[config.mk]
export PLATFORM = sky130hd
export DESIGN_NAME = ldst_unit
export DESIGN_NICKNAME = d
export VERILOG_FILES = /design/src/hdl/cpu_pkg.sv /design/src/hdl/ldst_unit.sv
export SDC_FILE = /design/constraint.sdc
export NUM_CORES = 1
export LEC_CHECK = 0
export BUFFER_PORTS_ARGS = -buffer_cell sky130_fd_sc_hd__buf_2
export CORE_ASPECT_RATIO = 1.5
export CORE_UTILIZATION = 40
export CTS_CLUSTER_DIAMETER = 60
export DETAILED_ROUTE_END_ITERATION = 12
export MAX_ROUTING_LAYER = met4
export PLACE_DENSITY = 0.68
export SETUP_SLACK_MARGIN = 0.02
export SLEW_MARGIN = 20
export SYNTH_ARGS = -nofsm -noshare
export SYNTH_HDL_FRONTEND = slang
export SYNTH_SLANG_ARGS = --single-unit
[constraint.sdc]
create_clock -name clk -period 7.2 [get_ports clk]
set_input_delay 0.36 -clock clk [delete_from_list [all_inputs] [get_ports clk]]
set_output_delay 0.36 -clock clk [all_outputs]
set_load 0.05 [all_outputs]
[src/hdl/cpu_pkg.sv]
// Processor-side definitions for the load/store path
// Data and address width, access size codes and exception vectors
package cpu_pkg;

   // Data path and effective address share one width
   localparam int data_w = 32;

   // Access size codes as carried on op_size
   // Code 0 is not issued by the core
   localparam logic [1:0] size_byte = 2'd1;
   localparam logic [1:0] size_half = 2'd2;
   localparam logic [1:0] size_word = 2'd3;

   // Exception vectors returned on res_vector
   localparam int vect_w = 8;

   // Halfword at an odd address or word off a 4-byte boundary
   localparam logic [vect_w-1:0] vec_misalign = 8'h20;

   // Address outside the mapped data memory
   localparam logic [vect_w-1:0] vec_access_fault = 8'h24;

endpackage

[src/hdl/ldst_unit.sv]
// Load/store unit acting as APB master towards the data memory
// Effective address, alignment check, byte lanes and load extension
module ldst_unit
   import cpu_pkg::*;
(
   input  logic                  clk,
   input  logic                  rst_n,
   // Issue side
   input  logic                  op_valid,
   output logic                  op_ready,
   input  logic                  op_load,
   input  logic                  op_sign_ext,
   input  logic [1:0]            op_size,
   input  logic [data_w-1:0]     op_base,
   input  logic [data_w-1:0]     op_offset,
   input  logic [data_w-1:0]     op_wdata,
   // Result side
   output logic                  res_valid,
   input  logic                  res_ready,
   output logic [data_w-1:0]     res_data,
   output logic                  res_exc,
   output logic [vect_w-1:0]     res_vector,
   // APB master
   output logic                  psel,
   output logic                  penable,
   output logic [data_w-1:0]     paddr,
   output logic                  pwrite,
   output logic [data_w-1:0]     pwdata,
   output logic [data_w/8-1:0]   pstrb,
   input  logic [data_w-1:0]     prdata,
   input  logic                  pready,
   input  logic                  pslverr
);

   logic [data_w-1:0]   ea;
   logic                misalign;
   logic                accept;
   logic                bus_done;
   logic [data_w/8-1:0] strb_base;
   logic [data_w/8-1:0] op_strb;
   logic [data_w-1:0]   op_wlanes;
   logic [1:0]          size_q;
   logic                sign_q;
   logic [data_w-1:0]   rd_shift;
   logic [data_w-1:0]   load_data;

   // Effective address is base plus offset, wrapping at 32 bits
   assign ea = op_base + op_offset;

   // Byte accesses are always aligned
   assign misalign = (op_size == size_half && ea[0]) ||
                     (op_size == size_word && ea[1:0] != 2'b00);

   // Only one operation in flight, and a held result blocks the next one
   assign op_ready = !psel && !res_valid;
   assign accept   = op_valid && op_ready;

   // The slave answers in the access phase
   assign bus_done = psel && penable && pready;

   // Strobe pattern for lane 0, shifted up to the addressed lane below
   always_comb begin
      case (op_size)
         size_byte: strb_base = {{(data_w/8-1){1'b0}}, 1'b1};
         size_half: strb_base = {{(data_w/8-2){1'b0}}, 2'b11};
         default:   strb_base = '1;
      endcase
   end

   assign op_strb = strb_base << ea[1:0];

   // Store data is copied onto every lane so the strobes alone pick the target
   always_comb begin
      case (op_size)
         size_byte: op_wlanes = {(data_w/8){op_wdata[7:0]}};
         size_half: op_wlanes = {(data_w/16){op_wdata[15:0]}};
         default:   op_wlanes = op_wdata;
      endcase
   end

   // Bring the addressed byte or halfword down to bit 0
   assign rd_shift = prdata >> {paddr[1:0], 3'b000};

   // Zero or sign extension of the selected lanes
   always_comb begin
      case (size_q)
         size_byte: load_data = {{(data_w-8){sign_q & rd_shift[7]}}, rd_shift[7:0]};
         size_half: load_data = {{(data_w-16){sign_q & rd_shift[15]}}, rd_shift[15:0]};
         default:   load_data = rd_shift;
      endcase
   end

   // Handshake and APB phase flags
   // Sequence for a bus operation, one line per cycle after the accepting edge
   // setup, first access, second access with pready, then res_valid
   // Counting the accepting cycle as the first, res_valid is up in the fifth
   // A misaligned op raises res_valid right after the accepting edge
   always_ff @(posedge clk) begin
      if (!rst_n) begin
         psel      <= 1'b0;
         penable   <= 1'b0;
         res_valid <= 1'b0;
      end else begin
         if (accept && !misalign) begin
            psel <= 1'b1;
         end else if (bus_done) begin
            psel <= 1'b0;
         end

         // Access phase always follows exactly one setup cycle
         if (psel && !penable) begin
            penable <= 1'b1;
         end else if (bus_done) begin
            penable <= 1'b0;
         end

         if ((accept && misalign) || bus_done) begin
            res_valid <= 1'b1;
         end else if (res_ready) begin
            res_valid <= 1'b0;
         end
      end
   end

   // Transfer attributes are captured once and stay put until pready
   always_ff @(posedge clk) begin
      if (accept && !misalign) begin
         paddr  <= ea;
         pwrite <= !op_load;
         pwdata <= op_wlanes;
         // APB reads carry no strobes
         pstrb  <= op_load ? '0 : op_strb;
         size_q <= op_size;
         sign_q <= op_sign_ext;
      end
   end

   // Result payload, held while res_ready is low
   always_ff @(posedge clk) begin
      if (accept && misalign) begin
         res_data   <= '0;
         res_exc    <= 1'b1;
         res_vector <= vec_misalign;
      end else if (bus_done) begin
         res_exc    <= pslverr;
         res_vector <= pslverr ? vec_access_fault : '0;
         // Stores and faulted loads return zero
         res_data   <= (pwrite || pslverr) ? '0 : load_data;
      end
   end

endmodule

==> results_dict.tcl <==
set metrics [dict create \
    buffer_count_from_post_cts_setup_fixing 0 \
    whs_ns 0.188 \
    start_util_pct 40.9 \
    detailedPlace.worstSlack_ns 4.18 \
    r2r_slack_ns 4.62 \
    routed_wire_length_per_instance_um 16.2 \
    number_of_synthesized_flops_with_an_enable_pin 72 \
    post_synth_instance_area_um2 6200 \
    switching_share_pct 36.9 \
    finalSetupViolations 0 \
    grt_first_pass_wirelength_um 26400 \
    grt.met1_usage_pct 22.7 \
    layout.core_utilization_pct 52.0 \
    finalPower_mw 1.88 \
    p_leak_nw 3.57 \
    die_height_um 154 \
    num-fill-cells 1439 \
    root_cell_of_the_clock_tree "sky130_fd_sc_hd__clkbuf_16" \
    fin_clk_skew_ns 0.00820 \
    grt_use_met2_pct 38.2 \
    final_hold_viol_count 0 \
    clkSinkCount 109 \
    power.combinational.fraction_pct 31.9 \
    maxClockFrequency_mhz 378 \
    hold_path_startpoint "op_sign_ext" \
    post_cts.resized_instances 0 \
    worst-setup-path-type "in2reg" \
    synth_warnings 0 \
    final_net_count 1013 \
    core_ar_um2 15100 \
    gr-total-overflow 0 \
    cts.hold.buffers_added 0 \
    fin_crit_ns 2.64 \
    totalNegativeSetupSlack_ns 0 \
    place_hpwl_um 13300 \
    clkSlewWorstSetupHoldPaths_ns 0.08 \
    crit_fanout 4 \
    post-route-worst-setup-slack_ns 4.56 \
    global_route.usage.total_pct 21.7 \
    tritoncts "built" \
    crit_start "op_base[0]" \
    syn_area_per_cell_um2 10.1 \
    numPortBuffers 245 \
    ioPinCount 252 \
    area_growth_syn_to_layout_pct 27.1 \
    whs_path_depth 1 \
    most-common-layout-cells "sky130_fd_sc_hd__buf_2, sky130_fd_sc_hd__edfxtp_1, sky130_fd_sc_hd__nand2_1" \
    asyncSetResetFlopFracSynth_pct 0 \
    wl_final_um 16900 \
    setup_crit_end_kind "flip-flop" \
    row_count 55 \
    detail_route.first_pass.iterations 4 \
    floorplan.die.width_um 104 \
    max-cap-violations 0 \
    worstReg2RegEnd "res_data[27]$_SDFFE_PP0P_" \
    p_int_mw 1.19 \
    final_common_cell "sky130_fd_sc_hd__buf_2" \
    max-vdd-ir-drop_mv 0.119 \
    synth_cells 611 \
    worst_r2r_path_depth 6 \
    number_of_clock_buffers_inserted_by_tritoncts 9 \
    clock_tree.buffer_depth 2 \
    seq_power_share_pct 40.5 \
    reg2reg_from "psel$_SDFFE_PN0P_" \
    vias 5451 \
    grt_antenna_before_repair 1 \
    most_crowded_layer_gr "met2" \
    route.detailed.vias_per_inst 5.23 \
    slew_viol_final 0 \
    clockPowerShare_pct 27.7 \
    synthDistinctLibCells 62 \
    netSwitchingPower_mw 0.693 \
    count_of_non_filler_cells_in_the_finished_layout 1042 \
    setup_repair_after_global_routing_missed_its_margin "false" \
    power.density_nw_per_um2 239 \
    fin_area_um2 7880 \
    worst_hold_path.endpoint "sign_q$_DFFE_PP_" \
    post-place-cells 1025 \
    final_layout_size_suffix_gt1_share_pct 34.0 \
    critical_path.startpoint_type "input pin" \
    h_tree_level_count 3 \
    drt_iter0_markers 231 \
    design.die.area_um2 16000 \
    worst_skew_pair.late_latency_ns 0.35 \
    vias_in_the_first_global_route 5280 \
    tightest_slew_ns 0.954 \
    min_period_over_period_pct 36.7 \
    timing.hold.worst.class "in2reg" \
    antenna_violating_nets_left 0 \
    routabilityCongestion 0.875 \
    synth_seq_area_share_pct 46.8 \
    postSynthRegisterBits 109 \
    post_dp_cell_area_um2 7550 \
    grt.met3_usage_pct 5.65 \
    critical_path_arrival_ns 2.74 \
    run_status "completed" \
    post-route-drc-count 0 \
    critPathRequiredTime_ns 7.30 \
    slew_headroom_pct 36.4 \
    synthFlopType "sky130_fd_sc_hd__edfxtp_1" \
    grt_max_degree 74 \
]
-- worst max path at each step --
stage | endpoint | slack [ns] | depth (start not counted)
after floorplan | paddr[0]$_DFFE_PP_ | 2.19 | 3
after global placement | paddr[28]$_DFFE_PP_ | 4.23 | 10
after detailed placement | paddr[28]$_DFFE_PP_ | 4.18 | 10
after CTS | res_data[25]$_SDFFE_PP0P_ | 4.29 | 6
after global routing | res_data[23]$_SDFFE_PP0P_ | 4.31 | 6
final | paddr[28]$_DFFE_PP_ | 4.56 | 10
-- synthesized netlist by cell type (all sizes together), types with 10 or more instances --
cell | count | area share [%]
o21ai | 51 | 4.3
clkbuf | 26 | 1.6
inv | 10 | 0.61
nand2 | 69 | 4.2
a21o | 14 | 1.7
buf | 14 | 1.5
nor2b | 14 | 1.4
xor2 | 10 | 1.4
dfxtp | 37 | 12
a22oi | 33 | 4.0
nor2 | 59 | 3.6
nand3 | 10 | 0.89
a21oi | 33 | 2.7
edfxtp | 72 | 35
mux2i | 16 | 2.6
xnor2 | 21 | 3.0
ha | 37 | 7.5
-- worst max-delay path, stage by stage --
cell and delay (ns):
sky130_fd_sc_hd__buf_2 0.10, sky130_fd_sc_hd__ha_1 0.22, sky130_fd_sc_hd__fa_1 0.43, sky130_fd_sc_hd__a21o_1 0.24, sky130_fd_sc_hd__a221oi_4 0.39, sky130_fd_sc_hd__a2111oi_4 0.14
sky130_fd_sc_hd__nor3_4 0.28, sky130_fd_sc_hd__nor2_1 0.11, sky130_fd_sc_hd__a211o_1 0.31, sky130_fd_sc_hd__xor2_1 0.14
-- power by group through the flow --
stage / Combinational (mW) / Sequential, mW / Clock [mW]
after detailed placement: 0.601 / 0.776 / 0
after floorplan: 0.258 / 0.966 / 0
after global routing: 0.644 / 0.768 / 0.551
after CTS: 0.601 / 0.762 / 0.530
final: 0.599 / 0.761 / 0.521
after global placement: 0.597 / 0.775 / 0
-- cells by family (layout without fill, tap and decap cells) --
group / count (synthesis) / count (layout) / share of synthesized area, %
other: 1 / 7 / 0.0605
and+or+nand+nor: 175 / 175 / 12.6
DFF: 109 / 109 / 46.8
adders and majority gates: 38 / 38 / 7.79
muxes: 17 / 17 / 2.95
xor gates and xnor gates: 31 / 31 / 4.38
AOI/OAI and AO/OA: 190 / 190 / 21.7
buffers and inverters: 50 / 276 / 3.70
-- flip-flops by register name, summed over array words and instances (netlist names) --
register and cells:
psel 1, res_valid 1, paddr 32, sign_q 1, pstrb 4, res_vector 2
pwrite 1, penable 1, size_q 2, res_data 32, pwdata 32
-- final cells by class --
class,count,area (µm²),share of cell area (%)
tap,199,249,3.16
inverter,10,37.5,0.477
clock buffer,10,250,3.18
timing repair buffer,250,1260,16.0
clock inverter,6,72.6,0.921
multi-input combinational,457,3100,39.3
antenna,1,2.50,0.0318
sequential,109,2900,36.9
-- per-layer routing --
metal  vias to the layer above  part of all wire [%]
met5                         -                     0
met4                         0                   3.1
met1                      2507                    37
met2                       215                    53
li1                       2702                     -
met3                        27                   7.1
Note: power is estimated with default switching activity, not from simulation.
