<file path="config.mk">
export PLATFORM = sky130hd
export DESIGN_NAME = lane_merge
export DESIGN_NICKNAME = d
export VERILOG_FILES = /design/src/hdl/cpu_pkg.sv /design/src/hdl/mem_pkg.sv /design/src/hdl/lane_merge.sv
export SDC_FILE = /design/constraint.sdc
export NUM_CORES = 1
export LEC_CHECK = 0
export BUFFER_PORTS_ARGS = -buffer_cell sky130_fd_sc_hd__buf_2
export CAP_MARGIN = 20
export CORE_MARGIN = 8
export CORE_UTILIZATION = 20
export CTS_CLUSTER_SIZE = 12
export DETAILED_ROUTE_END_ITERATION = 6
export PLACE_DENSITY = 0.76
export SKIP_CTS_REPAIR_TIMING = 1
export SYNTH_ARGS = -nofsm -noshare
export SYNTH_HDL_FRONTEND = slang
export SYNTH_SLANG_ARGS = --single-unit
</file>
<file path="constraint.sdc">
create_clock -name clk -period 0.8 [get_ports clk]
set_input_delay 0 -clock clk [delete_from_list [all_inputs] [get_ports clk]]
set_output_delay 0 -clock clk [all_outputs]
set_load 0.02 [all_outputs]
</file>
<file path="src/hdl/cpu_pkg.sv">
// Processor-side definitions for the load/store path
// Data and address width, access size codes and exception vectors
package cpu_pkg;

   // Data path and effective address share one width
   localparam int data_w = 32;

   // Access size codes as carried on op_size
   // Code 0 is not issued by the core
   localparam logic [1:0] size_byte = 2'd1;
   localparam logic [1:0] size_half = 2'd2;
   localparam logic [1:0] size_word = 2'd3;

   // Exception vectors returned on res_vector
   localparam int vect_w = 8;

   // Halfword at an odd address or word off a 4-byte boundary
   localparam logic [vect_w-1:0] vec_misalign = 8'h20;

   // Address outside the mapped data memory
   localparam logic [vect_w-1:0] vec_access_fault = 8'h24;

endpackage

</file>
<file path="src/hdl/mem_pkg.sv">
// Geometry of the byte-banked data memory
// Bank count, per-bank address width and mapped size
package mem_pkg;

   // One bank per byte lane of the 32-bit word
   localparam int n_banks = 4;

   // Each bank holds 2**bank_aw bytes, one per word index
   localparam int bank_aw = 8;

   // Bytes reachable through the banks
   // Anything from here upward answers with a slave error
   localparam int mem_bytes = n_banks * (2 ** bank_aw);

endpackage

</file>
<file path="src/hdl/lane_merge.sv">
// Read-side merger of the data memory
// Joins the bank bytes into prdata and drives the APB response
module lane_merge
   import cpu_pkg::*;
   import mem_pkg::*;
(
   input  logic                        clk,
   input  logic                        rst_n,
   input  logic                        xfer_done,
   input  logic                        xfer_err,
   input  logic [n_banks-1:0][7:0]     bank_rdata,
   output logic [data_w-1:0]           prdata,
   output logic                        pready,
   output logic                        pslverr
);

   // The banks read on the same edge that registers the completion
   // So the bytes and pready line up in the second access cycle
   always_ff @(posedge clk) begin
      if (!rst_n) begin
         pready  <= 1'b0;
         pslverr <= 1'b0;
      end else begin
         // Each flag is a single-cycle pulse
         pready  <= xfer_done;
         pslverr <= xfer_err;
      end
   end

   // Bank i supplies byte lane i of the word
   // An unmapped access drove no bank, so stale bytes are masked out
   for (genvar i = 0; i < n_banks; i++) begin : g_lane
      assign prdata[8*i +: 8] = bank_rdata[i] & {8{!pslverr}};
   end

endmodule

</file>
==> out/metrics.csv, run 1 <==
stage,metric,value,unit
sta,setup_ws,-188,ps
drt,drtAntennaViolNets,0,
finish,mostFrequentLayoutCells,"36 x buf_2, 26 x buf_4, 25 x nor2b_2, 7 x buf_6, 6 x nor2b_4",
synth,synth_top_family_by_area,simple AND/OR/NAND/NOR gates,
synth,yosys.area_share.xor_xnor,0,
synth,synthTopCellsByArea,"nor2b_1 73%, dfxtp_1 15%, buf_4 8.2%",
synth,synth.net_count,75,
die,rows,13,
place,port_buffers,69,
cts,path_clk_slew,30,ps
finish,syn_to_final_growth,233,%
drt,routed_wl,1.75,mm
die,fp.coreArea,1300,um^2
synth,synth_fa_ha_area_frac,0,
synth,yosys.area.top_type_share,0.727,
sta,fin_crit,988,ps
pwr,peakVddDrop,820,uV
die,start_util,0.212,
sta,worst_pin_slew,130,ps
pwr,power_density,1020,nW/um^2
job,max_cap_viol_count,0,
drt,drc,0,
synth,synth-seq-cells,2,
synth,synthMuxAreaShare,0,
global_route,grt_max_degree,20,
die,fp.dieW,53.1,um
pwr,seq_power_share,0.120,
synth,synth.distinct_cells,4,
sta,clock.fmax,1.01,GHz
drt,first_pass_iters,2,
pwr,p_int,0.588,mW
drt,num_vias,522,
sta,report.final.slew_viol_count,0,
finish,drive_above_1_share,0.946,
sta,setup_viol,33,
die,pin_count,70,
die,die-area,2820,um^2
cts,numCtsBuffers,3,
place,dp_hpwl,1.38,mm
sta,min_period_over_period,1.24,
drt,vias_per_cell,4.11,
pwr,switching_share,0.369,
finish,final_nets,150,
worst_setup_path,worstPathRequired,800,ps
sta,hold_viol_final,0,
synth,syn_avg_cell_area,7.06,um^2
pwr,power_frac_clock,0.239,
finish,final_area,917,um^2
finish,layout.cells.non_filler,127,
sta,rsz0062_at_grt,yes,
worst_setup_path,path_class,reg2out,
finish,final_common_cell,buf_2,
die,fp.dieH,53.1,um
cts,cts_root_buf,clkbuf_4,
worst_setup_path,cp.arrival,990,ps
pwr,power_leakage,0.515,nW
status,status,"finished, violations left",
synth,synthCells,39,
pwr,power_switching,0.343,mW
cts,h-tree-depth,1,
global_route,grt_pass1_vias,585,
synth,synthSimpleGateAreaFrac,0.773,
cts,cts_tree,built,
place,gp_congestion,0.717,
drt,wl_per_cell,13.8,um
global_route,grt_pass1_wl,2.21,mm
worst_setup_path,cp-end-kind,output pin,
pwr,power_frac_comb,0.642,
drt,wl_met1,490,um
global_route,overflow,0,
status,violations,negative setup slack,
hold_path,hold_path.class,in2reg,
synth,synth_compound_area_frac,0,
place,dpl_cell_area,743,um^2
global_route,grt_usage,0.0982,
cts,cts_buffer_depth,2,
synth,ys_warn_count,0,
drt,top_layer,met4,
synth,synth-seq-area-share,0.145,
worst_setup_path,cp-startpoint,pslverr,
cts,clock_sinks,2,
finish,antennaDiodeCount,0,
synth,synth_area,275,um^2
global_route,antenna_found_initial,0,
worst_setup_path,endpoint,prdata[28],
drt,route.met2.wl,931,um
synth,yosys.area.top_type,nor2b_1,
sta,relSlewSlack,0.913,
drt,met3_length,314,um
place,dpl.cell_count,122,
drt,drt-initial-drc-count,2,
worst_setup_path,path_max_fanout,14,
worst_setup_path,critPathLaunchType,flip-flop,
[area by class of cell]
type	instances	area [um^2]
Clock buffer	3	22.5
Tap cell	15	18.8
Sequential cell	2	41.3
Fill cell	102	384
Multi-Input combinational cell	34	320
Timing Repair Buffer	73	514
[through the flow]
| stage | hold WS (ps) | worst slack, ps | power (mW) | utilization | TNS (ps) |
|---|---|---|---|---|---|
| final | 5.87 | -188 | 0.931 | 0.705 | -5600 |
| after global routing | 6.93 | -218 | 0.980 | 0.705 | -6650 |
| after CTS | -17.5 | -208 | 0.827 | 0.588 | -6050 |
| after detailed placement | 210 | 31.4 | 0.605 | 0.571 | 0 |
| after global placement | 208 | 46.9 | 0.599 | 0.571 | 0 |
| after floorplan | 122 | 15.3 | 0.402 | - | 0 |
[critical path, cell delays in order, from the launching register on]
cell and delay (ps):
dfxtp_2 340, buf_12 160, nor2b_2 120, buf_4 150
[cell usage after synthesis, drive strengths merged]
cell type / n
and2: 2
nor2b: 32
buf: 3
dfxtp: 2
[power by group through the flow]
| stage | clock (mW) | combinational, mW | sequential (mW) |
|---|---|---|---|
| global placement | 0 | 0.487 | 0.112 |
| CTS | 0.221 | 0.494 | 0.112 |
| finish | 0.222 | 0.598 | 0.112 |
| detailed placement | 0 | 0.492 | 0.113 |
| global route | 0.236 | 0.632 | 0.112 |
| floorplan | 0 | 0.283 | 0.119 |
[cells by family after synthesis]
logic type             count (synthesis)
and+or+nand+nor                       34
DFF                                    2
buffers and inverters                  3
[routing by layer]
metal,up-vias,GRT usage
met5,-,0
met4,0,0.0336
met3,2,0.0672
met2,41,0.182
met1,219,0.0801
li1,260,-
[how the worst min path moves through the flow]
stage,startpoint,to,slack [ps],depth (start not counted)
floorplan,rst_n,pslverr,120,1
global placement,xfer_err,pslverr,210,2
detailed placement,xfer_err,pslverr,210,2
CTS,xfer_err,pslverr,-20,2
global route,rst_n,pslverr,7,2
finish,rst_n,pready,6,2
[sequential cells by signal, summed over array words and instances (netlist names)]
name,cells
pslverr,1
pready,1
No activity file was read; power rests on OpenSTA's default activity.
==> run 2: changes to the inputs <==
--- a/config.mk
+++ b/config.mk
@@ -9,6 +9,7 @@
 export CAP_MARGIN = 20
 export CORE_MARGIN = 8
 export CORE_UTILIZATION = 20
+export CTS_BUF_LIST = sky130_fd_sc_hd__clkbuf_16
 export CTS_CLUSTER_SIZE = 12
 export DETAILED_ROUTE_END_ITERATION = 6
 export PLACE_DENSITY = 0.76
==> run 2 against run 1 <==
Compared with the run above:
- the run still ends with negative setup slack left
- fmax shrank 3.5%
- sequential power about the same
- worst hold slack better by 1.5 ps
- highest routed layer unchanged
- final cell count did not move
- routed wire length is 12% higher
==> out/metrics.csv, run 2 (same netlist as run 1, synthesis figures left out) <==
stage,metric,value,unit
finish,layout.cells.non_filler,127,
cts,h-tree-depth,1,
cts,cts_tree,built,
sta,hold_viol_final,0,
die,fp.dieH,53.1,um
sta,min_period_over_period,1.28,
worst_setup_path,cp-end-kind,output pin,
job,max_cap_viol_count,0,
worst_setup_path,slowest_stage,dfxtp_2,
drt,routed_wl,1.96,mm
pwr,peakVddDrop,1400,uV
finish,syn_to_final_growth,254,%
worst_setup_path,path_class,reg2out,
sta,worst_pin_slew,130,ps
hold_path,holdPathStages,2,
worst_setup_path,critPathLaunchType,flip-flop,
status,violations,negative setup slack,
global_route,grt_max_degree,20,
worst_setup_path,cp_cell_sequence,buf_12 > nor2b_1 > buf_4,
finish,drive_above_1_share,0.946,
worst_setup_path,critical_path_buf_inv_count,2,
cts,cts_root_buf,clkbuf_16,
worst_setup_path,cp.arrival,1020,ps
die,rows,13,
cts,numCtsBuffers,3,
sta,relSlewSlack,0.913,
worst_setup_path,worstPathRequired,800,ps
global_route,antenna_found_initial,0,
die,fp.coreArea,1300,um^2
finish,final_nets,150,
global_route,grt_usage,0.111,
worst_setup_path,slowest_delay,330,ps
drt,vias_per_cell,4.20,
place,dpl.cell_count,122,
sta,setup_viol,33,
sta,rsz0062_at_grt,yes,
drt,first_pass_iters,2,
finish,fillers,97,
die,start_util,0.212,
finish,antennaDiodeCount,0,
die,pin_count,70,
drt,wl_per_cell,15.4,um
global_route,grt_pass1_vias,581,
pwr,power_leakage,0.539,nW
global_route,grt_pass1_wl,2.39,mm
global_route,overflow,0,
hold_path,hold_path.class,in2reg,
sta,fin_crit,1020,ps
cts,cts_buffer_depth,2,
pwr,power_density,1520,nW/um^2
place,pre_cts_ws,31.4,ps
finish,final_common_cell,buf_2,
worst_setup_path,path_depth,3,
drt,num_vias,534,
status,status,"finished, violations left",
sta,setup_ws,-224,ps
finish,largestRegisters,"pready: 1 flops, pslverr: 1 flops",
worst_setup_path,path_max_fanout,14,
finish,utilization,0.748,
place,port_buffers,69,
cts,path_clk_slew,30,ps
sta,clock.fmax,0.976,GHz
pwr,p_total,1.48,mW
sta,report.final.slew_viol_count,0,
place,dp_hpwl,1.38,mm
finish,mostFrequentLayoutCells,"36 x buf_2, 25 x nor2b_2, 25 x buf_4, 8 x buf_6, 6 x nor2b_4",
die,die-area,2820,um^2
sta,tns,-5740,ps
place,gp_congestion,0.717,
drt,drc,0,
drt,drt-initial-drc-count,2,
die,fp.dieW,53.1,um
drt,drtAntennaViolNets,0,
worst_setup_path,cp_top_family,flip-flops,
cts,clock_sinks,2,
run 2: changes by cell type in the layout (fill, tap and decap cells not counted):
| cell | before | now |
|---|---|---|
| buf_4 | 26 | 25 |
| clkbuf_4 | 3 | 0 |
| buf_6 | 7 | 8 |
| clkbuf_16 | 0 | 3 |
run 2: area by class of cell:
type | instances | area [um^2] | share of cell area
clock buffer | 3 | 75.1 | 0.0771
timing repair buffer | 73 | 518 | 0.532
multi-input combinational | 34 | 320 | 0.329
sequential | 2 | 41.3 | 0.0424
tap | 15 | 18.8 | 0.0193
run 2: where the power goes:
part | total [mW] | leakage, nW | switching [mW] | internal (mW)
combinational | 0.608 | 0.485 | 0.289 | 0.319
sequential | 0.112 | 0.0169 | 0.00497 | 0.107
clock | 0.762 | 0.0370 | 0.125 | 0.637
total | 1.48 | 0.539 | 0.419 | 1.06
run 2: per-layer routing:
layer  GRT usage  vias up  wire, um  part of all wire
li1            -      261         -                 -
met1      0.0833      228       561              0.29
met2       0.203       42      1040              0.53
met3      0.0896        3       339              0.17
met4      0.0378        0        23             0.012
met5           0        -         0                 0
run 2: final timing paths:
check / from / to / slack [ps]
worst max-delay path: pslverr / prdata[23] / -220
worst min-delay path: rst_n / pslverr / 7
run 2: per-stage QoR:
| step | hold slack, ps | instance area [um^2] |
|---|---|---|
| after floorplan | 122 | 362 |
| after global placement | 208 | 743 |
| after detailed placement | 210 | 743 |
| after CTS | -12.4 | 818 |
| after global routing | 8.95 | 973 |
| final | 7.36 | 973 |
