===== config.mk =====
export PLATFORM = sky130hd
export DESIGN_NAME = bank_router
export DESIGN_NICKNAME = d
export VERILOG_FILES = /design/src/hdl/cpu_pkg.sv /design/src/hdl/mem_pkg.sv /design/src/hdl/bank_router.sv
export SDC_FILE = /design/constraint.sdc
export NUM_CORES = 1
export LEC_CHECK = 0
export ABC_AREA = 1
export BUFFER_PORTS_ARGS = -buffer_cell sky130_fd_sc_hd__buf_2
export CORE_AREA = 2 2 39 41
export DETAILED_ROUTE_END_ITERATION = 10
export DIE_AREA = 0 0 41 43
export GPL_TIMING_DRIVEN = 0
export PLACE_DENSITY = 0.71
export SLEW_MARGIN = 10
export SYNTH_ARGS = -nofsm -noshare
export SYNTH_HDL_FRONTEND = slang
export SYNTH_SLANG_ARGS = --single-unit

===== constraint.sdc =====
create_clock -name clk -period 2.1 [get_ports clk]
set_clock_uncertainty 0.1 [all_clocks]
set_input_delay 0.21 -clock clk [delete_from_list [all_inputs] [get_ports clk]]
set_output_delay 0.21 -clock clk [all_outputs]
set_load 0.02 [all_outputs]

===== src/hdl/cpu_pkg.sv =====
// Processor-side definitions for the load/store path
// Data and address width, access size codes and exception vectors
package cpu_pkg;

   // Data path and effective address share one width
   localparam int data_w = 32;

   // Access size codes as carried on op_size
   // Code 0 is not issued by the core
   localparam logic [1:0] size_byte = 2'd1;
   localparam logic [1:0] size_half = 2'd2;
   localparam logic [1:0] size_word = 2'd3;

   // Exception vectors returned on res_vector
   localparam int vect_w = 8;

   // Halfword at an odd address or word off a 4-byte boundary
   localparam logic [vect_w-1:0] vec_misalign = 8'h20;

   // Address outside the mapped data memory
   localparam logic [vect_w-1:0] vec_access_fault = 8'h24;

endpackage


===== src/hdl/mem_pkg.sv =====
// Geometry of the byte-banked data memory
// Bank count, per-bank address width and mapped size
package mem_pkg;

   // One bank per byte lane of the 32-bit word
   localparam int n_banks = 4;

   // Each bank holds 2**bank_aw bytes, one per word index
   localparam int bank_aw = 8;

   // Bytes reachable through the banks
   // Anything from here upward answers with a slave error
   localparam int mem_bytes = n_banks * (2 ** bank_aw);

endpackage


===== src/hdl/bank_router.sv =====
// APB slave front end of the data memory
// Address decode, per-bank enables and write strobes, range check
module bank_router
   import cpu_pkg::*;
   import mem_pkg::*;
(
   input  logic                  clk,
   input  logic                  rst_n,
   input  logic                  psel,
   input  logic                  penable,
   input  logic [data_w-1:0]     paddr,
   input  logic                  pwrite,
   input  logic [n_banks-1:0]    pstrb,
   input  logic                  pready,
   output logic [n_banks-1:0]    bank_en,
   output logic [n_banks-1:0]    bank_we,
   output logic [bank_aw-1:0]    bank_addr,
   output logic                  xfer_done,
   output logic                  xfer_err
);

   logic acc_seen;
   logic first_acc;
   logic mapped;

   // First access cycle of a transfer
   // acc_seen keeps the banks from firing twice if the response is late
   assign first_acc = psel && penable && !pready && !acc_seen;

   always_ff @(posedge clk) begin
      if (!rst_n) begin
         acc_seen <= 1'b0;
      end else if (pready || !psel) begin
         acc_seen <= 1'b0;
      end else if (first_acc) begin
         acc_seen <= 1'b1;
      end
   end

   // Mapped range starts at zero
   assign mapped = paddr < data_w'(mem_bytes);

   // Word index drops the lane bits
   assign bank_addr = paddr[$clog2(n_banks) +: bank_aw];

   // Writes touch only the strobed lanes, reads fetch the whole word
   always_comb begin
      bank_en = '0;
      bank_we = '0;
      if (first_acc && mapped) begin
         if (pwrite) begin
            bank_en = pstrb;
            bank_we = pstrb;
         end else begin
            bank_en = '1;
         end
      end
   end

   // Completion is announced to the merger in the same cycle as the bank access
   assign xfer_done = first_acc;
   assign xfer_err  = first_acc && !mapped;

endmodule


==> results.txt, run 1 <==
- Count of non-filler cells in the finished layout: 119
* Outcome: completed
- After the last flow step, the layout net total stands at 147.
- Counting flops and latches in the post-synthesis netlist gives 1.
- In the synthesized netlist, the number of instances is 54.
* IO buf count: 49
- Sorting the synthesized cells by area gives the leading types as sky130_fd_sc_hd__nor2_1, sky130_fd_sc_hd__buf_4, sky130_fd_sc_hd__nand2_1, sky130_fd_sc_hd__nand4_4, sky130_fd_sc_hd__dfxtp_1.
- The startpoint identified for the worst register-to-register timing path is acc_seen.
- The mapped netlist covers 283 sq um.
* Effective utilization at floorplan: 0.204
- Once layout is complete, the utilization of the core stands at 0.396.
- YS warnings: 0
* Power per cell area: 178 mW/mm^2
* Category of the worst setup path capture point: output port
- In the routed layout, each cell is associated on average with a via count of 3.95.
- Area added between synthesis and finish: 93.8%
* HPWL after DPL: 791 microns
- Element type at the critical path start: input port
* Worst Hold Path Cells: 3
- Worst slew margin relative to its limit: 0.804
- In this run the vertical extent of the chip is 43 microns.
- Portion of the post-synthesis area used by sequential elements: 0.0708
* Setup Viol. Count Final: 0
* Avg WL per Cell: 6.94 microns
- At the pin with the least slew margin, the transition time is 0.292 ns.
- Storage cell area: 20.0 sq um
- Reg-to-reg slack, setup: 1.45 ns
- Fillers: 162
* Biggest area consumer among synthesized cells: sky130_fd_sc_hd__nor2_1
- Of the cells placed in the final design, the portion with a size suffix greater than 1 is 0.583.
- STA puts the critical path data arrival time at 1.16 ns.
* Multi-input gate area in the final layout: 195 sq um
* Gp weighted congestion: 0.643
- The number of gates resized after CTS was 0.
- Among the stages of the critical path, the cell type that occurs most often is sky130_fd_sc_hd__buf_2.
- Worst reg-to-reg path cell count: 2
* Portion of synthesized cell area occupied by the leading cell type: 0.345
- The endpoint identified for the worst register-to-register timing path is acc_seen.
* Type of the worst min-delay path: in -> reg
- The total overflow left after global routing is 0.
- The analysis attributes to cell leakage a power of 0.361 nW.
* Power Total: 0.0977 mW
* Unrepaired setup endpoints after global routing: false
- Post-CTS setup buffers: 0
- Clock period minus worst slack: 1.47 ns
* Worst Path Max Fanout: 8
* Synthesized netlist net count: 96
* Count of standard-cell rows: 14
- The number of global-route vias before repair is 365.
- Among all stages on the critical path, the largest delay is contributed by sky130_fd_sc_hd__or2_1.
- Entering global routing, the biggest net connects 9 pins.
* DRC: 0
- Summed over all failing endpoints, the final setup total negative slack is 0 ns.
- Capture endpoint of the worst hold path: acc_seen
* Inst Count DP: 119
- Dividing the final minimum period by the clock period gives 0.698.
* IR Drop Worst-Case VDD: 107 uV
- Die width: 41 microns
- The startpoint identified for the worst hold timing path is penable.
- The largest registers in the layout are acc_seen x1.
* Top achievable clock speed: 0.682 GHz
* Register with the most flip-flops: acc_seen
- All-layer global routing usage: 0.0870
- The first detailed-routing pass ran for 4 iterations.
* Clock-pin slew reported for the worst setup and hold paths after clock tree synthesis: 0 ns
- The netlist uses 11 different library cells.
- Max reg flops: 1
- The largest single stage delay on the critical path is 0.22 ns.
- The later pin in the worst-skew pair is clocked with a latency of 0 ns.
- Critical path required time: 1.79 ns
- Post-Route WL: 826 microns
- Post-CTS Hold Buffers: 0
* Cell area after layout: 548 sq um
- Worst-path cell chain: buf_2, or2_1, nor2_2, nand4_4, nor2_1, buf_2
* Overall via count from detail_route: 470
- # IOs: 60
- Post-placement cell area: 548 sq um
- Number of inserted diodes: 0
* Path type of the worst setup path: in -> out
- Number of slew-limit violations in the final report: 0
- Die Footprint: 0.00176 sq mm
- Final ANT Viol Nets: 0
* Number of antenna violations at the first check in global routing: 0
- Averaged over all synthesized cells, the footprint is 5.24 sq um.
* Violation count after the first detailed-route iteration: 8
- Final Hold Viols: 0
- The first global-routing pass estimated 1.19 mm of wire.
- Maxcap violations: 0
- Core Region: 0.00138 sq mm
==> worst max-delay path, delay by kind of cell <==
kind | cells | cell delay, ns
buffers and inverters | 2 | 0.26
and+or+nand+nor | 4 | 0.67
==> layout make-up <==
cell class	count	area share
Timing Repair Buffer	49	0.447
Multi-Input combinational cell	43	0.356
Buffer	8	0.110
Sequential cell	1	0.0365
Tap cell	16	0.0365
Inverter	2	0.0137
==> synth_stat cells, drive strengths merged <==
| cell | n |
|---|---|
| nand3 | 1 |
| dfxtp | 1 |
| nor3 | 1 |
| buf | 8 |
| or2 | 1 |
| nand4 | 1 |
| nand3b | 1 |
| inv | 2 |
| nor2 | 27 |
| nand2 | 11 |
==> placed cells by master, fill, tap and decap left out <==
cell and count:
sky130_fd_sc_hd__nor2_2 1, sky130_fd_sc_hd__nand3b_1 1, sky130_fd_sc_hd__dfxtp_1 1, sky130_fd_sc_hd__nand2_1 11, sky130_fd_sc_hd__nand4_4 1, sky130_fd_sc_hd__nand3_1 1, sky130_fd_sc_hd__nor2_1 26, sky130_fd_sc_hd__buf_4 8
sky130_fd_sc_hd__nor3_2 1, sky130_fd_sc_hd__inv_1 2, sky130_fd_sc_hd__or2_1 1, sky130_fd_sc_hd__buf_2 49
==> stage by stage <==
step	hold WS, ns	setup WS, ns
after floorplan	0.239	0.503
after global placement	0.350	0.627
after detailed placement	0.361	0.612
after CTS	0.361	0.613
after global routing	0.383	0.479
final	0.356	0.634
==> kinds of logic (layout without fill, tap and decap cells) <==
| group | after synthesis | count (layout) | share of synthesized area |
|---|---|---|---|
| flops | 1 | 1 | 0.0708 |
| buf+inv | 10 | 59 | 0.239 |
| simple gates | 43 | 43 | 0.690 |
==> report_power, final <==
part	internal (mW)	switching [mW]	leakage [nW]
Combinational	0.0424	0.0351	0.353
Clock	0	0	0
Sequential	0.0200	0.000343	0.00814
==> per-layer routing <==
layer	GRT usage	vias to the layer above	share of wire
met5	0	-	0
met4	0	0	0
met1	0.0825	187	0.33
met3	0	0	0.14
met2	0.191	28	0.53
li1	-	255	-
==> worst max path at each step <==
stage	startpoint	to	slack, ns	cells past startpoint
after floorplan	acc_seen	bank_en[0]	0.50	3
after global placement	paddr[11]	bank_en[0]	0.63	6
after detailed placement	paddr[11]	bank_we[2]	0.61	6
after CTS	paddr[11]	bank_we[2]	0.61	6
after global routing	paddr[23]	bank_en[1]	0.48	7
final	paddr[11]	bank_we[0]	0.63	6
Power figures use the tool's default switching activity.
==> run 2, diff against run 1 <==
--- a/config.mk
+++ b/config.mk
@@ -5,7 +5,7 @@
 export SDC_FILE = /design/constraint.sdc
 export NUM_CORES = 1
 export LEC_CHECK = 0
-export ABC_AREA = 1
+export ABC_AREA = 0
 export BUFFER_PORTS_ARGS = -buffer_cell sky130_fd_sc_hd__buf_2
 export CORE_AREA = 2 2 39 41
 export DETAILED_ROUTE_END_ITERATION = 10
==> constraint.sdc (replaced) <==
create_clock -name clk -period 1.35 [get_ports clk]
set_clock_uncertainty 0.1 [all_clocks]
set_input_delay 0.135 -clock clk [delete_from_list [all_inputs] [get_ports clk]]
set_output_delay 0.135 -clock clk [all_outputs]
set_load 0.02 [all_outputs]
==> results.txt, run 2 <==
- The run finished, with violations left.
- Failing checks: negative setup slack
- R2r endpoint: acc_seen
- Number of slew-limit violations in the final report: 0
* Worst Path Max Fanout: 9
* Clock-pin slew reported for the worst setup and hold paths after clock tree synthesis: 0 ns
- The first global-routing pass estimated 1.46 mm of wire.
- Number of distinct library cell variants in the gate-level netlist after synthesis: 16
* Vertical extent of the die: 43 microns
* YS warnings: 0
- The path class of the tightest hold or removal check is in -> reg.
- Number of flops mapped to enable cells by yosys: 0
* Delay contributed by the slowest stage of the critical path: 0.30 ns
- Synthesized instance count: 38
- Inst Count DP: 103
* Biggest area consumer among synthesized cells: sky130_fd_sc_hd__buf_4
- Number of global-route vias before repair: 433
- Of the total synthesized cell area, the portion taken by XOR and XNOR cells is 0.
* Worst-path cell chain: buf_6, nor4_4, nand4_4, buf_12, a2111oi_4, buf_4
* Count of standard-cell rows: 14
- Share of flip-flops with an asynchronous set or reset after synthesis: 0
- Mean number of vias per cell: 4.68
* Area added between synthesis and finish: 225%
- Avg WL per Cell: 10.7 microns
* Category of the worst setup path capture point: output port
- Path type of the worst setup path: in -> out
- The worst pin sits at a relative slew slack of 0.820.
- Wires add up to 1.16 mm.
- Dividing the final minimum period by the clock period gives 1.08.
- Measured against the total synthesized area, the mux share comes to 0.
- For this design the top-level I/O count stands at 60.
- IO buf count: 49
- Final ANT Viol Nets: 0
- In this design, the largest share of critical-path delay is due to buffers and inverters.
* Area fraction in compound gates after synthesis: 0.202
- Fillers: 116
* Final Hold Viols: 0
- Commonest cells after routing, fill and taps aside: sky130_fd_sc_hd__buf_2, sky130_fd_sc_hd__buf_4, sky130_fd_sc_hd__buf_6
* Synthesized netlist net count: 80
- Once routing completed, OpenROAD measured the worst setup slack at -0.114 ns.
* Largest net degree at the start of global routing: 10
- Power spread over the standard cell area amounts to 229 mW/mm^2.
* Startpoint of the most critical register-to-register path: acc_seen
* Critical-path cell with the highest stage delay: sky130_fd_sc_hd__nor4_4
* Number of buffer and inverter instances along the worst setup path: 3
- The worst path in the final design needs a cycle of 1.46 ns, including I/O delays and setup.
- Fraction of layout instances using a drive strength above 1: 0.880
- Reg-to-reg slack, setup: 0.59 ns
- The analysis attributes to cell leakage a power of 0.460 nW.
* Setup Viol. Count Final: 9
- Number of detailed-routing iterations run before antenna repair: 2
* Worst reg-to-reg path cell count: 2
- HPWL after DPL: 915 microns
- The die covers 0.00176 sq mm.
- The finished layout holds 108 standard cells, fillers aside.
- 0 antenna diodes ended up in the layout.
- Portion of synthesized cell area occupied by the leading cell type: 0.211
- Critical Path AT: 1.23 ns
- Avg Inst Size Synth: 7.51 sq um
- Worst setup slack after placement: -0.269 ns
- For the pin with the worst max-slew slack, the measured transition is 0.267 ns.
- Element type at the critical path start: input port
* Die width: 41 microns
- Worst Hold Path Cells: 2
- Top-count cell post-synth: sky130_fd_sc_hd__buf_4
- Post-synthesis adder-cell area fraction: 0
* Predominant post-synthesis flop cell: sky130_fd_sc_hd__dfxtp_1
- Number of antenna violations at the first check in global routing: 0
- Critical path required time: 1.12 ns
- Overall via count from detail_route: 505
- Maxcap violations: 0
- Sorting the synthesized cells by area gives the leading types as sky130_fd_sc_hd__buf_4, sky130_fd_sc_hd__nor4_2, sky130_fd_sc_hd__a2111oi_1, sky130_fd_sc_hd__dfxtp_1, sky130_fd_sc_hd__nand3_1.
* Most common library cell in the layout ignoring fill and taps: sky130_fd_sc_hd__buf_2
- Register with the most flip-flops: acc_seen
- For the worst-skew pair, the clock arrives at the later sink with an insertion delay of 0 ns.
- DRC: 0
- Max reg flops: 1
* Registers with the highest flip-flop counts: acc_seen x1
- Top achievable clock speed: 0.683 GHz
* Number of stages on the worst setup path: 6
* Commonest cells post-synth: sky130_fd_sc_hd__buf_4, sky130_fd_sc_hd__inv_1, sky130_fd_sc_hd__nand3_1, sky130_fd_sc_hd__nor3_1
- The number of hold buffers added after CTS was 0.
* Count of state elements after synthesis: 1
* Critical Path Start: paddr[18]
* Gp weighted congestion: 0.666
- In the global route stage, overall resource usage came out at 0.110.
* IR Drop Worst-Case VDD: 192 uV
- For this run the aggregate overflow at the end of global routing stands at 0.
- Final layout net count: 136
- Violation count after the first detailed-route iteration: 1
* Portion of the post-synthesis area used by sequential elements: 0.0702
- By area, the combinational part of the netlist is dominated by simple AND/OR/NAND/NOR gates.
- Worst setup path end: bank_en[0]
* Netlist area before placement: 285 sq um
- Core Region: 0.00138 sq mm
- Post-synthesis simple-gate area fraction: 0.452
- For this configuration, the core starts out at a cell density of 0.206.
- Setup repair after global routing could not meet its margin everywhere.
## run 2: report_power, final
part           switching [mW]  internal, mW  total [mW]  leakage (nW)
Sequential           0.000407        0.0310      0.0315       0.00814
Combinational          0.0862        0.0942       0.180         0.452
Clock                       0             0           0             0
## run 2: cells by family (layout without fill, tap and decap cells)
kind of cell	Yosys count	count (layout)
AO/OA/AOI/OAI	6	6
buffers and inverters	13	67
flip-flops	1	1
AND/OR/NAND/NOR	18	18
## run 2: final cells by class
type	count	area (sq um)	share of cell area
Buffer	8	60.1	0.0649
Inverter	5	21.3	0.0230
Multi-Input combinational cell	24	395	0.427
Sequential cell	1	20.0	0.0216
Tap cell	16	20.0	0.0216
Timing Repair Buffer	54	409	0.442
## run 2: worst reg2reg max path, cell delays in order (launching register included)
cell,delay [ns]
sky130_fd_sc_hd__dfxtp_1,0.31
sky130_fd_sc_hd__o21ai_0,0.08
sky130_fd_sc_hd__nor3b_1,0.18
## run 2: metrics by stage
step | utilization | power, mW | instance area [sq um] | TNS, ns | hold WS, ns
6_report | 0.669 | 0.212 | 926 | -0.693 | 0.223
5_1_grt | 0.669 | 0.226 | 926 | -1.08 | 0.228
4_1_cts | 0.628 | 0.199 | 870 | -0.952 | 0.224
3_5_place_dp | 0.531 | 0.182 | 734 | -2.07 | 0.225
3_3_place_gp | 0.531 | 0.179 | 734 | -2.04 | 0.213
2_1_floorplan | - | 0.102 | 469 | -0.162 | 0.111
## run 2: worst min path at each step
stage               startpoint  endpoint  slack (ns)
finish                  pready  acc_seen        0.22
global route            pready  acc_seen        0.23
CTS                     pready  acc_seen        0.22
floorplan               pready  acc_seen        0.11
detailed placement      pready  acc_seen        0.22
global placement        pready  acc_seen        0.21
## run 2: what timing repair did
item,CTS,global route
resized for setup,20,6
endpoints found under the setup margin,9,9
hold endpoints to repair,0,0
pin swaps,8,1
setup buffers,3,2
## run 2: layer usage
metal	part of all wire	up-vias	GRT usage	wire length (microns)
met5	0	-	0	0
met4	0	0	0	0
met3	0.16	0	0	189
met2	0.52	42	0.225	606
met1	0.31	216	0.122	360
li1	-	247	-	-
==> run 3, diff against run 2 <==
--- a/config.mk
+++ b/config.mk
@@ -7,11 +7,14 @@
 export LEC_CHECK = 0
 export ABC_AREA = 0
 export BUFFER_PORTS_ARGS = -buffer_cell sky130_fd_sc_hd__buf_2
-export CORE_AREA = 2 2 39 41
+export CELL_PAD_IN_SITES_DETAIL_PLACEMENT = 1
+export CELL_PAD_IN_SITES_GLOBAL_PLACEMENT = 2
+export CORE_MARGIN = 1.5
+export CORE_UTILIZATION = 10
+export CTS_BUF_LIST = sky130_fd_sc_hd__clkbuf_4 sky130_fd_sc_hd__clkbuf_8
 export DETAILED_ROUTE_END_ITERATION = 10
-export DIE_AREA = 0 0 41 43
 export GPL_TIMING_DRIVEN = 0
-export PLACE_DENSITY = 0.71
+export PLACE_DENSITY = 0.88
 export SLEW_MARGIN = 10
 export SYNTH_ARGS = -nofsm -noshare
 export SYNTH_HDL_FRONTEND = slang
==> constraint.sdc (replaced) <==
create_clock -name clk -period 1.62 [get_ports clk]
set_clock_uncertainty 0.1 [all_clocks]
set_input_delay 0.162 -clock clk [delete_from_list [all_inputs] [get_ports clk]]
set_output_delay 0.162 -clock clk [all_outputs]
set_load 0.02 [all_outputs]
==> results.txt, run 3 (synthesis gave the netlist of run 2 again) <==
- Failing checks: negative setup slack
- Most common library cell in the layout ignoring fill and taps: sky130_fd_sc_hd__buf_2
- Worst setup slack after placement: -0.153 ns
- The largest registers in the layout are acc_seen x1.
* All-layer global routing usage: 0.0734
* Register with the most flip-flops: acc_seen
- The first global-routing pass estimated 1.99 mm of wire.
* Setup Viol. Count Final: 1
- Number of slew-limit violations in the final report: 0
- Power per cell area: 183 mW/mm^2
* R2r endpoint: acc_seen
* Area added between synthesis and finish: 201%
* Total leakage power: 0.388 nW
- Setup repair after global routing could not meet its margin everywhere.
- Entering global routing, the biggest net connects 10 pins.
- # IOs: 60
- Measured in cells, the most critical reg-to-reg path has a length of 2.
- Worst Slack Setup Final: -0.00986 ns
* Post-Route WL: 1.61 mm
- The number of flip-flops in the largest register is 1.
- Die width: 56.4 microns
- After detailed routing, the number of remaining DRC violations is 0.
- Commonest cells after routing, fill and taps aside: sky130_fd_sc_hd__buf_2, sky130_fd_sc_hd__buf_4, sky130_fd_sc_hd__buf_6
- In this run the most critical hold path is launched from pready.
- Number of antenna violations at the first check in global routing: 0
- Counting instances, the worst hold path has a depth of 2.
- Outcome: complete, but fails checks
- IO buf count: 49
* Reg-to-reg slack, setup: 0.87 ns
- Setup TNS: -0.00986 ns
- For hold timing, the worst endpoint is acc_seen.
- Post-CTS Hold Buffers: 0
- Final layout net count: 142
- The number of hold violations in the final report was 0.
* Fraction of layout instances using a drive strength above 1: 0.867
- Element type at the critical path start: input port
- Summing internal, switching and leakage power gives 0.157 mW.
- Clock-pin slew reported for the worst setup and hold paths after clock tree synthesis: 0 ns
- The worst hold path belongs to the class in -> reg.
- Worst hold slack: 0.253 ns
- Avg WL per Cell: 12.5 microns
- Startpoint of the most critical register-to-register path: acc_seen
- HPWL after DPL: 1.12 mm
* Number of global-route vias before repair: 498
- Critical path required time: 1.36 ns
- Worst skew pair latency: 0 ns
- The floorplan step defined a die boundary enclosing 0.00318 sq mm.
* Core Region: 0.00273 sq mm
* Path type of the worst setup path: in -> out
- The final route contains 544 vias.
* Post-placement cell area: 569 sq um
* Vertical extent of the die: 56.4 microns
* Category of the worst setup path capture point: output port
- For this configuration, the core starts out at a cell density of 0.104.
* Number of detailed-routing iterations run before antenna repair: 3
* Transition at the pin with the smallest max-transition slack: 0.264 ns
- Using the TritonRoute via totals, the vias-per-cell ratio works out to 4.22.
- Worst slew margin relative to its limit: 0.824
- Once detail routing completed, the nets flagged for antenna violations numbered 0.
- Cell area after layout: 858 sq um
- Data on the critical path arrives at its endpoint at 1.37 ns.
- Violation count after the first detailed-route iteration: 5
* Worst Path Max Fanout: 5
- Clock period minus worst slack: 1.63 ns
- Top achievable clock speed: 0.614 GHz
* Maxcap violations: 0
* Count of standard-cell rows: 19
- IR Drop Worst-Case VDD: 142 uV
- The repair_antennas step left the layout with diodes totalling 0.
* Gp weighted congestion: 0.625
- Post-route clock period utilization: 1.01
- GR Overflow Total: 0
## run 3: worst max-delay path by stage
stage               cells after the start         end       from
CTS                                     6  bank_en[3]  paddr[18]
finish                                  7  bank_we[0]  paddr[31]
detailed placement                      5  bank_en[3]  paddr[26]
floorplan                               3  bank_en[0]  paddr[18]
global route                            7  bank_we[0]  paddr[31]
global placement                        5  bank_en[1]  paddr[26]
## run 3: worst max-delay path, stage by stage
cell                      delay, ns
sky130_fd_sc_hd__buf_2         0.12
sky130_fd_sc_hd__nor4_4        0.28
sky130_fd_sc_hd__nand2_2       0.13
sky130_fd_sc_hd__buf_4         0.17
sky130_fd_sc_hd__buf_4         0.15
sky130_fd_sc_hd__nor3_2        0.18
sky130_fd_sc_hd__buf_4         0.17
## run 3: cell type report
cell class	count	area (sq um)
Timing Repair Buffer	60	385
Sequential cell	1	20.0
Buffer	8	60.1
Fill cell	330	1880
Inverter	5	18.8
Multi-Input combinational cell	24	335
Tap cell	31	38.8
## run 3: metrics by stage
| stage | util | cells |
|---|---|---|
| floorplan | - | 38 |
| global placement | 0.208 | 118 |
| detailed placement | 0.208 | 118 |
| CTS | 0.228 | 121 |
| global route | 0.314 | 129 |
| finish | 0.314 | 129 |
## run 3: layer usage
layer | global-route usage | vias up | share of wire
met5 | 0 | - | 0
met4 | 0 | 0 | 0
met3 | 0 | 0 | 0.052
met2 | 0.173 | 30 | 0.67
met1 | 0.0709 | 256 | 0.28
li1 | - | 258 | -
## run 3: what timing repair did
action	in CTS	in global routing
buffers inserted	3	8
gates resized for setup	6	32
hold endpoints to repair	0	0
endpoints found under the setup margin	4	9
pin swaps	2	12
## run 3: power breakdown
group	internal, mW	total [mW]	switching, mW
Clock	0	0	0
Sequential	0.0259	0.0263	0.000414
Combinational	0.0646	0.131	0.0662
Total	0.0905	0.157	0.0666
